==> src/hw/cache_pkg.sv <==
package cache_pkg;

    // Address split: tag | index | word | byte
    localparam int TAG_W      = 5;
    localparam int INDEX_W    = 8;
    localparam int WORD_SEL_W = 2;
    localparam int WORD_W     = 16;

    localparam int LINE_WORDS = 1 << WORD_SEL_W;   // Words per line
    localparam int NUM_LINES  = 1 << INDEX_W;      // Lines in the cache

    typedef logic [WORD_W-1:0]     addr_t;         // Byte address
    typedef logic [WORD_W-1:0]     word_t;         // Data word
    typedef logic [TAG_W-1:0]      tag_t;          // Bits 15..11
    typedef logic [INDEX_W-1:0]    index_t;        // Bits 10..3
    typedef logic [WORD_SEL_W-1:0] word_sel_t;     // Bits 2..1, also the bank

endpackage

==> src/hw/cache_ctrl.sv <==
`timescale 1ns/1ps

module cache_ctrl import cache_pkg::*; (
    input  logic      clk,
    input  logic      reset,
    // Processor side
    input  addr_t     addr,
    input  word_t     data_in,
    input  logic      rd,
    input  logic      wr,
    output word_t     data_out,
    output logic      done,
    output logic      hit_out,
    output logic      busy,
    // Cache array side
    output logic      cache_en,
    output logic      comp,
    output logic      cache_wr,
    output logic      fill,
    output index_t    index,
    output tag_t      tag,
    output word_sel_t word_sel,
    output word_t     wr_data,
    input  word_t     rd_data,
    input  logic      hit,
    input  logic      dirty,
    input  logic      valid,
    input  tag_t      victim_tag,
    // Memory side
    output logic      mem_rd,
    output logic      mem_wr,
    output addr_t     mem_addr,
    output word_t     mem_data_wr,
    input  logic      mem_stall,
    input  word_t     mem_data_rd,
    input  logic      mem_rd_valid
);

    typedef enum logic [2:0] {
        IDLE,
        COMPARE,
        CHECK_DIRTY,
        WRITEBACK,
        FILL_REQ,
        FILL_WAIT,
        DONE
    } state_t;

    state_t    state, state_nxt;

    tag_t      req_tag;                       // Latched request fields
    index_t    req_index;
    word_sel_t req_word;
    word_t     req_data;
    logic      req_wr;

    word_sel_t req_cnt;                       // Next word to send to memory
    word_sel_t ret_cnt;                       // Next fill word expected back
    logic      first_cmp;                     // Still on the first lookup
    logic      hit_q;
    word_t     data_out_q;

    logic      accept;
    logic      mem_req;
    tag_t      mem_tag;

    assign accept  = !busy && (rd || wr);
    assign mem_req = mem_rd || mem_wr;

    always_comb begin
        state_nxt = state;
        case (state)
            IDLE:        if (rd || wr) state_nxt = COMPARE;
            COMPARE:     state_nxt = hit ? DONE : CHECK_DIRTY;
            CHECK_DIRTY: state_nxt = (valid && dirty) ? WRITEBACK : FILL_REQ;
            WRITEBACK:   if (!mem_stall && req_cnt == 2'd3) state_nxt = FILL_REQ;
            FILL_REQ:    if (!mem_stall && req_cnt == 2'd3) state_nxt = FILL_WAIT;
            FILL_WAIT:   if (mem_rd_valid && ret_cnt == 2'd3) state_nxt = COMPARE;
            DONE:        state_nxt = (rd || wr) ? COMPARE : IDLE; // Back to back request
            default:     state_nxt = IDLE;
        endcase
    end

    always_ff @(posedge clk) begin
        if (reset) begin
            state     <= IDLE;
            req_cnt   <= '0;
            ret_cnt   <= '0;
            first_cmp <= 1'b0;
            hit_q     <= 1'b0;
        end else begin
            state <= state_nxt;
            if (accept) begin
                first_cmp <= 1'b1;
            end
            if (state == COMPARE) begin
                first_cmp <= 1'b0;
                if (first_cmp) hit_q <= hit;  // Later lookups always hit
            end
            if (state == CHECK_DIRTY) begin
                req_cnt <= '0;
                ret_cnt <= '0;
            end
            if (mem_req && !mem_stall) begin
                req_cnt <= req_cnt + 2'd1;    // Wraps to 0 between writeback and fill
            end
            if (fill) begin
                ret_cnt <= ret_cnt + 2'd1;
            end
        end
    end

    // Request payload and read result
    always_ff @(posedge clk) begin
        if (accept) begin
            req_tag   <= addr[15:11];
            req_index <= addr[10:3];
            req_word  <= addr[2:1];
            req_data  <= data_in;
            req_wr    <= wr;
        end
        if (state == COMPARE && hit) begin
            data_out_q <= rd_data;
        end
    end

    assign busy     = (state != IDLE) && (state != DONE);
    assign done     = (state == DONE);
    assign hit_out  = done && hit_q;
    assign data_out = data_out_q;

    // Fill returns can overlap the tail of FILL_REQ
    assign fill     = mem_rd_valid && (state == FILL_REQ || state == FILL_WAIT);
    assign comp     = (state == COMPARE);
    assign cache_wr = comp && req_wr;
    assign cache_en = comp || fill || state == CHECK_DIRTY || state == WRITEBACK;
    assign index    = req_index;
    assign tag      = req_tag;
    assign wr_data  = fill ? mem_data_rd : req_data;

    always_comb begin
        case (state)
            WRITEBACK:           word_sel = req_cnt;
            FILL_REQ, FILL_WAIT: word_sel = ret_cnt;
            default:             word_sel = req_word;
        endcase
    end

    assign mem_wr      = (state == WRITEBACK);
    assign mem_rd      = (state == FILL_REQ);
    assign mem_tag     = mem_wr ? victim_tag : req_tag;   // Victim line or new line
    assign mem_addr    = {mem_tag, req_index, req_cnt, 1'b0};
    assign mem_data_wr = rd_data;                         // Stable while stalled

endmodule

==> config.mk <==
export PLATFORM = sky130hd
export DESIGN_NAME = cache_ctrl
export DESIGN_NICKNAME = d
export VERILOG_FILES = /design/src/hw/cache_pkg.sv /design/src/hw/cache_ctrl.sv
export SDC_FILE = /design/constraint.sdc
export NUM_CORES = 1
export LEC_CHECK = 0
export ABC_AREA = 1
export BUFFER_PORTS_ARGS = -buffer_cell sky130_fd_sc_hd__buf_2
export CORE_ASPECT_RATIO = 2
export CORE_MARGIN = 5
export CORE_UTILIZATION = 44
export CTS_BUF_LIST = sky130_fd_sc_hd__clkbuf_4
export DETAILED_ROUTE_END_ITERATION = 8
export HOLD_SLACK_MARGIN = 0.12
export PLACE_DENSITY = 0.83
export SYNTH_ARGS = -nofsm -noshare
export SYNTH_HDL_FRONTEND = slang
export SYNTH_SLANG_ARGS = --single-unit
==> constraint.sdc <==
create_clock -name clk -period 3.82 [get_ports clk]
set_clock_uncertainty 0.1 [all_clocks]
set_input_delay 0 -clock clk [delete_from_list [all_inputs] [get_ports clk]]
set_output_delay 0 -clock clk [all_outputs]
set_load 0.01 [all_outputs]
==> impl_metrics.yaml, run 1 <==
run_status:
  status: "completed"
finish:
  area_delta_synth_final_pct: 54.0
  nets: 525
  drive_gt1_frac: 0.428
  mostFrequentLayoutCells: "buf_2 (163), nand2_1 (88), dlygate4sd3_1 (59), edfxtp_1 (48), inv_1 (12)"
  fillers: 398
  n_antenna_cell: 0
  final_common_cell: "buf_2"
  postLayoutCoreUtil: 0.689
drt:
  wl_mm: 7.58
  drc_errors: 0
  drtIter0Drc: 118
  avgViaCountPerCell: 4.81
  antenna_left: 0
  dr.pass1.iters: 4
  vias: 2454
  wl_per_cell_um: 14.9
floorplanning:
  die_x_um: 63.9
  fp.dieH_um: 118
  core-area_um2: 5710
  ios: 166
  dieArea_um2: 7520
  rows: 39
  start_util: 0.448
setup_path:
  slowest_stage: "dfxtp_1"
  critical_path.cell_chain: "inv_2 > o21ai_1 > nand3_1 > dlygate4sd3_1 > nand2_1 > dlygate4sd3_1 > a21oi_1 > dlygate4sd3_1"
  worst-r2r-cell-count: 8
  worstReg2RegEnd: "state[2]$_SDFFE_PP0P_"
  path_class: "reg2reg"
  r2r_slack_ps: 590
  worst_setup_path_end_kind: "flip-flop"
  arrival_ps: 3410
  required_ps: 4000
  critical-path-max-stage-delay_ps: 650
  crit_path_max_fanout: 12
  crit_top_cell: "dlygate4sd3_1"
  start_kind: "flip-flop"
  r2r-start: "state[2]$_SDFFE_PP0P_"
global_routing:
  grt_pass1_vias: 2575
  grtUsageTotal: 0.206
  antenna_found_initial: 0
  grt_max_degree: 34
  grt_pass1_wl_mm: 12.2
  grt_overflow: 0
clock_network:
  ctsHoldBuffers: 59
  cts-buffers-inserted: 9
  h-tree-depth: 3
  insertion_delay_ps: 400
  cts_setup_buffers: 0
  cts_root_buf: "clkbuf_4"
  cts_resized: 0
  cts_tree: "done"
  max-clock-path-buffers: 2
  clk_pin_slew_ps: 80
  clock-sinks: 57
timing:
  drv_slew: 0
  hold_viol_final: 0
  rsz0062_at_grt: "no"
  worstMarginPinSlew_ps: 1010
  setup_viol: 0
  max_freq_mhz: 309
  finalCritPeriodShare: 0.846
  relSlewSlack: 0.328
  finalSetupTns_ps: 0
  final.min_clock_period_ps: 3230
pwr:
  switching_share: 0.384
  ir_drop_mv: 0.479
  powerDensity_nw_per_um2: 646
  power_frac_seq: 0.409
  p_leak_nw: 1.97
  p_clk_frac: 0.159
  p_comb_frac: 0.432
  p_int_mw: 1.57
  switching_power_mw: 0.975
  finalPower_mw: 2.54
logic_synthesis:
  synth_edf_count: 48
  yosysWarnings: 0
  async_flop_share: 0
  synth_cell_types: 25
  netlist_area_um2: 2550
  ys_ff_latch: 57
  ys.flop_type: "edfxtp_1"
  ys_seq_area_frac: 0.635
  yosys.area.top_type_share: 0.564
  avgSynthCellArea_um2: 10.6
  synth.largest_area_cell: "edfxtp_1"
  syn_inst: 242
  synthTopCellsByArea: "edfxtp_1 (56%), nand2_1 (13%), buf_4 (7.9%)"
  syn_nets: 322
min_path:
  min-delay-start: "mem_data_rd[15]"
  whs_endpoint: "wr_data[15]"
  hold_path_depth: 4
  hold_class: "in2out"
flow_run:
  drv_cap: 0
place:
  portBuffers: 163
  place_hpwl_mm: 5.23
  gp_congestion: 0.843
registers in the layout, indices dropped and copies added (netlist names):
name       flops
index          8
data_out      16
req_word       2
hit_q          1
state          3
first_cmp      1
req_data      16
tag            5
ret_cnt        2
req_wr         1
req_cnt        2
cell type report:
cell class | count | area [um2] | area share
inverters | 17 | 66.3 | 0.0169
clock buffers | 10 | 75.1 | 0.0191
well taps | 61 | 76.3 | 0.0194
multi-input cells | 138 | 642 | 0.163
repair buffers | 222 | 1410 | 0.357
flip-flops and latches | 57 | 1620 | 0.412
clock inverters | 5 | 47.5 | 0.0121
cell usage after synthesis (2+ instances only):
cell	n
nand2_1	88
dfxtp_1	9
buf_6	3
a21oi_1	10
o21ai_1	4
nor2_1	6
inv_1	12
nand2_2	3
inv_2	4
edfxtp_1	48
a22oi_1	2
nand3_2	2
ha_1	2
nand4_1	2
nand3_1	11
buf_4	27
power by group through the flow:
stage,clock network (mW),registers (mW),logic (mW)
floorplan,0,1.05,0.637
global placement,0,1.03,0.981
detailed placement,0,1.05,1.00
CTS,0.421,1.03,1.10
global route,0.453,1.06,1.21
finish,0.405,1.04,1.10
per-layer routing:
| metal | track usage | wire length [um] | vias to the layer above | part of all wire |
|---|---|---|---|---|
| met4 | 0.114 | 218 | 0 | 0.029 |
| met1 | 0.201 | 2610 | 1120 | 0.34 |
| met2 | 0.358 | 4050 | 128 | 0.53 |
| met3 | 0.0774 | 704 | 19 | 0.093 |
| met5 | 0 | 0 | - | 0 |
| li1 | - | - | 1187 | - |
worst max-delay path, delay by kind of cell (launching register included):
family | cells | cell delay, ps
buf+inv | 4 | 1830
flops | 1 | 650
compound gates | 2 | 340
simple gates | 2 | 200
how the worst max path moves through the flow:
stage,start,end,slack (ps),depth (start not counted)
finish,state[2]$_SDFFE_PP0P_,state[2]$_SDFFE_PP0P_,590,8
global route,state[2]$_SDFFE_PP0P_,state[2]$_SDFFE_PP0P_,480,8
CTS,state[2]$_SDFFE_PP0P_,state[2]$_SDFFE_PP0P_,670,8
detailed placement,state[2]$_SDFFE_PP0P_,req_data[12]$_DFFE_PP_,1500,2
global placement,state[2]$_SDFFE_PP0P_,index[1]$_DFFE_PP_,1580,2
floorplan,state[2]$_SDFFE_PP0P_,index[0]$_DFFE_PP_,940,3
stage by stage:
| stage | area (um2) | worst slack (ps) | hold slack, ps | cells |
|---|---|---|---|---|
| 3_5_place_dp | 3220 | 1500 | 78.7 | 436 |
| 4_1_cts | 3940 | 673 | 168 | 510 |
| 3_3_place_gp | 3220 | 1580 | 77.2 | 436 |
| 5_1_grt | 3940 | 477 | 175 | 510 |
| 6_report | 3940 | 589 | 172 | 510 |
| 2_1_floorplan | 2550 | 939 | -30.9 | 242 |
cell families (layout without fill, tap and decap cells):
group | Yosys count | in the layout | share of synthesized area
AND/OR/NAND/NOR | 117 | 117 | 0.197
flip-flops | 57 | 57 | 0.635
buffers and inverters | 47 | 254 | 0.119
AO/OA/AOI/OAI | 18 | 18 | 0.0387
adder cells (fa/ha/maj) | 2 | 2 | 0.00979
other | 1 | 1 | 0.00147
No activity file was read; power rests on OpenSTA's default activity.
==> run 2, diff against run 1 <==
Settings changed: ABC_AREA 1 to 0, CORE_UTILIZATION 44 to 39, PLACE_DENSITY 0.83 to 0.78.
Clock period 3.82 ns to 2.8 ns, I/O delays scaled along.
==> run 2 against run 1 <==
  * Sequential power grew 21%
  * Setup slack worse by 95 ps
  * Critical endpoint is now req_cnt[1]$_SDFFE_PP0P_
  * Critical path type unchanged
  * Cell count fell by 5.3%
  * Worst hold slack improved by 37 ps
  * Fmax rose by 40%
  * Largest power group is now sequential cells
==> impl_metrics.yaml, run 2 <==
setup_path:
  worstReg2RegEnd: "req_cnt[1]$_SDFFE_PP0P_"
  required_ps: 3050
  r2r-start: "state[2]$_SDFFE_PP0P_"
  worst-r2r-cell-count: 5
  startpoint: "state[2]$_SDFFE_PP0P_"
  path_class: "reg2reg"
  start_kind: "flip-flop"
  arrival_ps: 2560
  r2r_slack_ps: 490
  crit_path_max_fanout: 24
  critPathCapture: "req_cnt[1]$_SDFFE_PP0P_"
  worst_setup_path_end_kind: "flip-flop"
drt:
  wl_met2_mm: 3.64
  wl_met1_mm: 2.84
  dr.pass1.iters: 4
  avgViaCountPerCell: 4.71
  top_layer: "met4"
  wl_per_cell_um: 15.5
  vias: 2274
  routed-wl-met3_um: 935
  antenna_left: 0
  wl_mm: 7.51
  drc_errors: 0
  drtIter0Drc: 131
timing:
  fin_hold_ws_ps: 209
  worstMarginPinSlew_ps: 712
  relSlewSlack: 0.525
  hold_viol_final: 0
  rsz0062_at_grt: "no"
  drv_slew: 0
  max_freq_mhz: 434
  setup_viol: 0
  finalCritPeriodShare: 0.824
  final.min_clock_period_ps: 2310
  finalSetupTns_ps: 0
logic_synthesis:
  ys_ff_latch: 57
  synth.most_common_cell: "edfxtp_1"
  synth_cell_types: 41
  async_flop_share: 0
  synth_edf_count: 48
  netlist_area_um2: 2570
  yosys.area.top_type_share: 0.561
  synth_common_cells: "edfxtp_1 (48), buf_4 (26), mux2_2 (21)"
  synth.largest_area_cell: "edfxtp_1"
  synthTopCellsByArea: "edfxtp_1 (56%), mux2_2 (9.2%), buf_4 (7.6%)"
  syn_nets: 268
  avgSynthCellArea_um2: 13.7
  ys.flop_type: "edfxtp_1"
  ys_seq_area_frac: 0.631
  yosysWarnings: 0
  syn_inst: 188
finish:
  area_delta_synth_final_pct: 58.5
  fillers: 520
  nets: 470
  final_common_cell: "buf_2"
  n_antenna_cell: 0
  drive_gt1_frac: 0.529
  mostFrequentLayoutCells: "buf_2 (163), dlygate4sd3_1 (58), edfxtp_1 (48), mux2_2 (21), clkbuf_4 (10)"
  stdcell_area_um2: 4070
global_routing:
  grtUsageTotal: 0.186
  antenna_found_initial: 0
  grt_max_degree: 30
  grt_pass1_wl_mm: 11.8
  grt_overflow: 0
  grt_pass1_vias: 2542
clock_network:
  cts_root_buf: "clkbuf_4"
  max-clock-path-buffers: 2
  cts-buffers-inserted: 9
  clock-sinks: 57
  cts_tree: "done"
  clk_pin_slew_ps: 110
  h-tree-depth: 3
  insertion_delay_ps: 400
place:
  portBuffers: 163
  place_hpwl_mm: 5.10
  gp_congestion: 0.745
  placed_area_um2: 3310
floorplanning:
  start_util: 0.394
  ios: 166
  rows: 42
  core-area_um2: 6520
  fp.dieH_um: 125
  die_x_um: 67.4
  dieArea_um2: 8410
flow_run:
  drv_cap: 0
run_status:
  status: "completed"
pwr:
  powerDensity_nw_per_um2: 741
  p_leak_nw: 1.84
  finalPower_mw: 3.02
  ir_drop_mv: 0.599
min_path:
  hold_class: "in2reg"
[run 2: changes by cell type after synthesis, moves of 3 or more]
cell / delta
buf_2: +4
o21ai_1: -4
nand2_2: -3
inv_2: -4
mux2_2: +21
nor2b_1: +3
inv_1: -8
and2_1: +3
o21ai_0: +5
nor3_1: +3
a31oi_1: +3
nand3_1: -9
nand2b_1: +4
nand2_1: -81
[run 2: how the worst min path moves through the flow]
stage,depth (start not counted),start,to
5_1_grt,2,addr[5],index[2]$_DFFE_PP_
2_1_floorplan,1,rd_data[0],mem_data_wr[0]
4_1_cts,2,addr[9],index[6]$_DFFE_PP_
3_3_place_gp,1,data_in[8],req_data[8]$_DFFE_PP_
3_5_place_dp,1,data_in[10],req_data[10]$_DFFE_PP_
6_report,2,data_in[9],req_data[9]$_DFFE_PP_
[run 2: cells by family after synthesis]
kind of cell	Yosys count	share of synthesized area
simple gates	40	0.0930
fa+ha+maj	2	0.00974
mux	23	0.0998
compound gates	28	0.0682
flops	57	0.631
buf+inv	37	0.0969
other cells	1	0.00146
[run 2: worst max-delay path, stage by stage, from the launching register on]
cell           delay, ps
dfxtp_1              800
or3b_4               470
inv_1                 80
nand3_1               80
a31oi_1              170
dlygate4sd3_1        560
[run 2: repair_timing]
action                                 in CTS  in global routing
resized for setup                           0                  0
hold buffers                               58                  0
setup buffers                               0                  0
endpoints found under the hold margin      75                  0
[run 2: area by class of cell]
cell class / instances / area (um2) / area share
Clock buffer: 10 / 75.1 / 0.0184
Clock inverter: 6 / 106 / 0.0261
Inverter: 4 / 15.0 / 0.00369
Multi-Input combinational cell: 94 / 714 / 0.175
Sequential cell: 57 / 1620 / 0.398
Tap cell: 88 / 110 / 0.0270
Timing Repair Buffer: 224 / 1430 / 0.351
[run 2: report_power, final]
part / total (mW) / internal (mW) / switching, mW
clock: 0.766 / 0.458 / 0.308
sequential: 1.26 / 1.15 / 0.112
combinational: 0.992 / 0.475 / 0.517
total: 3.02 / 2.08 / 0.937
[run 2: through the flow]
stage,utilization,std cells,setup slack (ps)
final,0.625,483,494
after global placement,0.508,409,720
after CTS,0.625,483,512
after floorplan,-,188,604
after global routing,0.625,483,381
after detailed placement,0.508,409,620
[run 2: per-layer routing]
layer / global-route usage / vias up
li1: - / 1074
met1: 0.215 / 1039
met2: 0.299 / 153
met3: 0.0785 / 8
met4: 0.0682 / 0
met5: 0 / -
==> run 3, diff against run 2 <==
Settings changed: CORE_UTILIZATION 39 to 44, PLACE_DENSITY 0.78 to 0.83.
Clock period 2.8 ns to 2.31 ns, I/O delays scaled along.
==> run 3 against run 2 <==
  * Clock-buffer cell count is 1 higher
  * Total power rose by 15%
  * First-iteration DRC count is 24% lower
  * Fmax grew 9.7%
  * Clock power down 8.5%
  * Register-to-register slack got worse by 290 ps
  * Global-route usage rose by 5.3 points
  * Core utilization rose by 7.7 points
  * Largest cell class unchanged
==> impl_metrics.yaml, run 3 (synthesis results as in run 2) <==
run_status:
  status: "completed"
finish:
  drive_gt1_frac: 0.531
  final_common_cell: "buf_2"
  n_antenna_cell: 0
  mostFrequentLayoutCells: "buf_2 (163), dlygate4sd3_1 (59), edfxtp_1 (48), mux2_2 (21), clkbuf_4 (11)"
  fillers: 392
  nets: 474
  area_delta_synth_final_pct: 56.0
timing:
  finalSetupTns_ps: 0
  setup_viol: 0
  finalCritPeriodShare: 0.910
  fin_ws_ps: 208
  rsz0062_at_grt: "no"
  final.min_clock_period_ps: 2100
  drv_slew: 0
  relSlewSlack: 0.496
  max_freq_mhz: 476
  worstMarginPinSlew_ps: 756
  hold_viol_final: 0
setup_path:
  r2r-start: "state[1]$_SDFFE_PP0P_"
  worstReg2RegEnd: "req_cnt[0]$_SDFFE_PP0P_"
  r2r_slack_ps: 210
  worst-r2r-cell-count: 6
  arrival_ps: 2340
  required_ps: 2550
  worst_setup_path_end_kind: "flip-flop"
  start_kind: "flip-flop"
  crit_path_max_fanout: 16
  path_class: "reg2reg"
global_routing:
  grtUsageTotal: 0.239
  grt_pass1_vias: 2686
  grt_overflow: 0
  grt_max_degree: 21
  antenna_found_initial: 0
  grt_pass1_wl_mm: 13.7
drt:
  routed-wl-met3_um: 713
  antenna_left: 0
  drc_errors: 0
  vias: 2366
  wl_per_cell_um: 19.3
  top_layer: "met4"
  wl_mm: 8.90
  dr.pass1.iters: 4
  wl_met1_mm: 2.84
  wl_met2_mm: 4.94
  avgViaCountPerCell: 5.14
  drtIter0Drc: 100
pwr:
  powerDensity_nw_per_um2: 866
  ir_drop_mv: 0.717
  p_leak_nw: 1.84
clock_network:
  cts_resized: 0
  cts_setup_buffers: 0
  h-tree-depth: 3
  clk_pin_slew_ps: 100
  max-clock-path-buffers: 2
  cts_root_buf: "clkbuf_4"
  insertion_delay_ps: 380
  cts-buffers-inserted: 9
  cts_tree: "done"
  clock-sinks: 57
  ctsHoldBuffers: 59
place:
  portBuffers: 163
  gp_congestion: 0.803
  place_hpwl_mm: 5.61
  post-place-ws_ps: 592
flow_run:
  drv_cap: 0
floorplanning:
  ios: 166
  dieArea_um2: 7560
  core-area_um2: 5710
  start_util: 0.450
  die_x_um: 64.0
  rows: 39
  fp.dieH_um: 118
min_path:
  hold_path_depth: 2
  hold_class: "in2reg"
  min-delay-start: "data_in[13]"
  whs_endpoint: "req_data[13]$_DFFE_PP_"
## run 3: changes by cell type in the layout (fill, tap and decap cells not counted)
cell           previous run  this run
buf_4                     2         6
buf_12                    1         0
dlygate4sd3_1            58        59
clkinv_2                  1         3
bufinv_16                 3         1
clkinvlp_4                1         0
clkbuf_4                 10        11
## run 3: final cells by class
type	instances	area [um2]	area share
multi-input cells	94	714	0.178
clock inverters	5	48.8	0.0122
inverters	4	15.0	0.00374
clock buffers	11	82.6	0.0206
well taps	61	76.3	0.0190
repair buffers	228	1450	0.362
flip-flops and latches	57	1620	0.404
## run 3: worst max-delay path, cell delays in order (launching register included)
cell and delay, ps:
dfxtp_1 380, buf_4 210, or3b_4 390, a21oi_2 120, nor2_1 50, a311oi_1 230, dlygate4sd3_1 570
## run 3: worst max path at each step
stage | slack, ps | endpoint | start
2_1_floorplan | 110 | index[0]$_DFFE_PP_ | state[1]$_SDFFE_PP0P_
6_report | 210 | req_cnt[0]$_SDFFE_PP0P_ | state[1]$_SDFFE_PP0P_
4_1_cts | 200 | req_cnt[0]$_SDFFE_PP0P_ | state[1]$_SDFFE_PP0P_
3_3_place_gp | 660 | data_out[3]$_DFFE_PP_ | state[2]$_SDFFE_PP0P_
3_5_place_dp | 590 | data_out[12]$_DFFE_PP_ | state[2]$_SDFFE_PP0P_
5_1_grt | 40 | req_cnt[0]$_SDFFE_PP0P_ | state[1]$_SDFFE_PP0P_
## run 3: report_power, final
part | internal, mW | switching, mW | leakage, nW
Clock | 0.346 | 0.355 | 0.0780
Combinational | 0.583 | 0.692 | 1.23
Sequential | 1.39 | 0.103 | 0.530
## run 3: metal layers
layer | up-vias | global-route usage
met1 | 1125 | 0.219
met4 | 0 | 0.140
met3 | 31 | 0.0860
li1 | 1086 | -
met2 | 124 | 0.428
met5 | - | 0
## run 3: per-stage QoR
step | hold WS (ps) | cell area, um2 | power, mW | cells | util
finish | 211 | 4010 | 3.47 | 460 | 0.702
global route | 181 | 4010 | 3.66 | 460 | 0.702
CTS | 145 | 4010 | 3.47 | 460 | 0.702
detailed placement | 78.1 | 3290 | 2.66 | 385 | 0.576
global placement | 76.7 | 3290 | 2.62 | 385 | 0.576
floorplan | -8.23 | 2580 | 2.22 | 188 | -
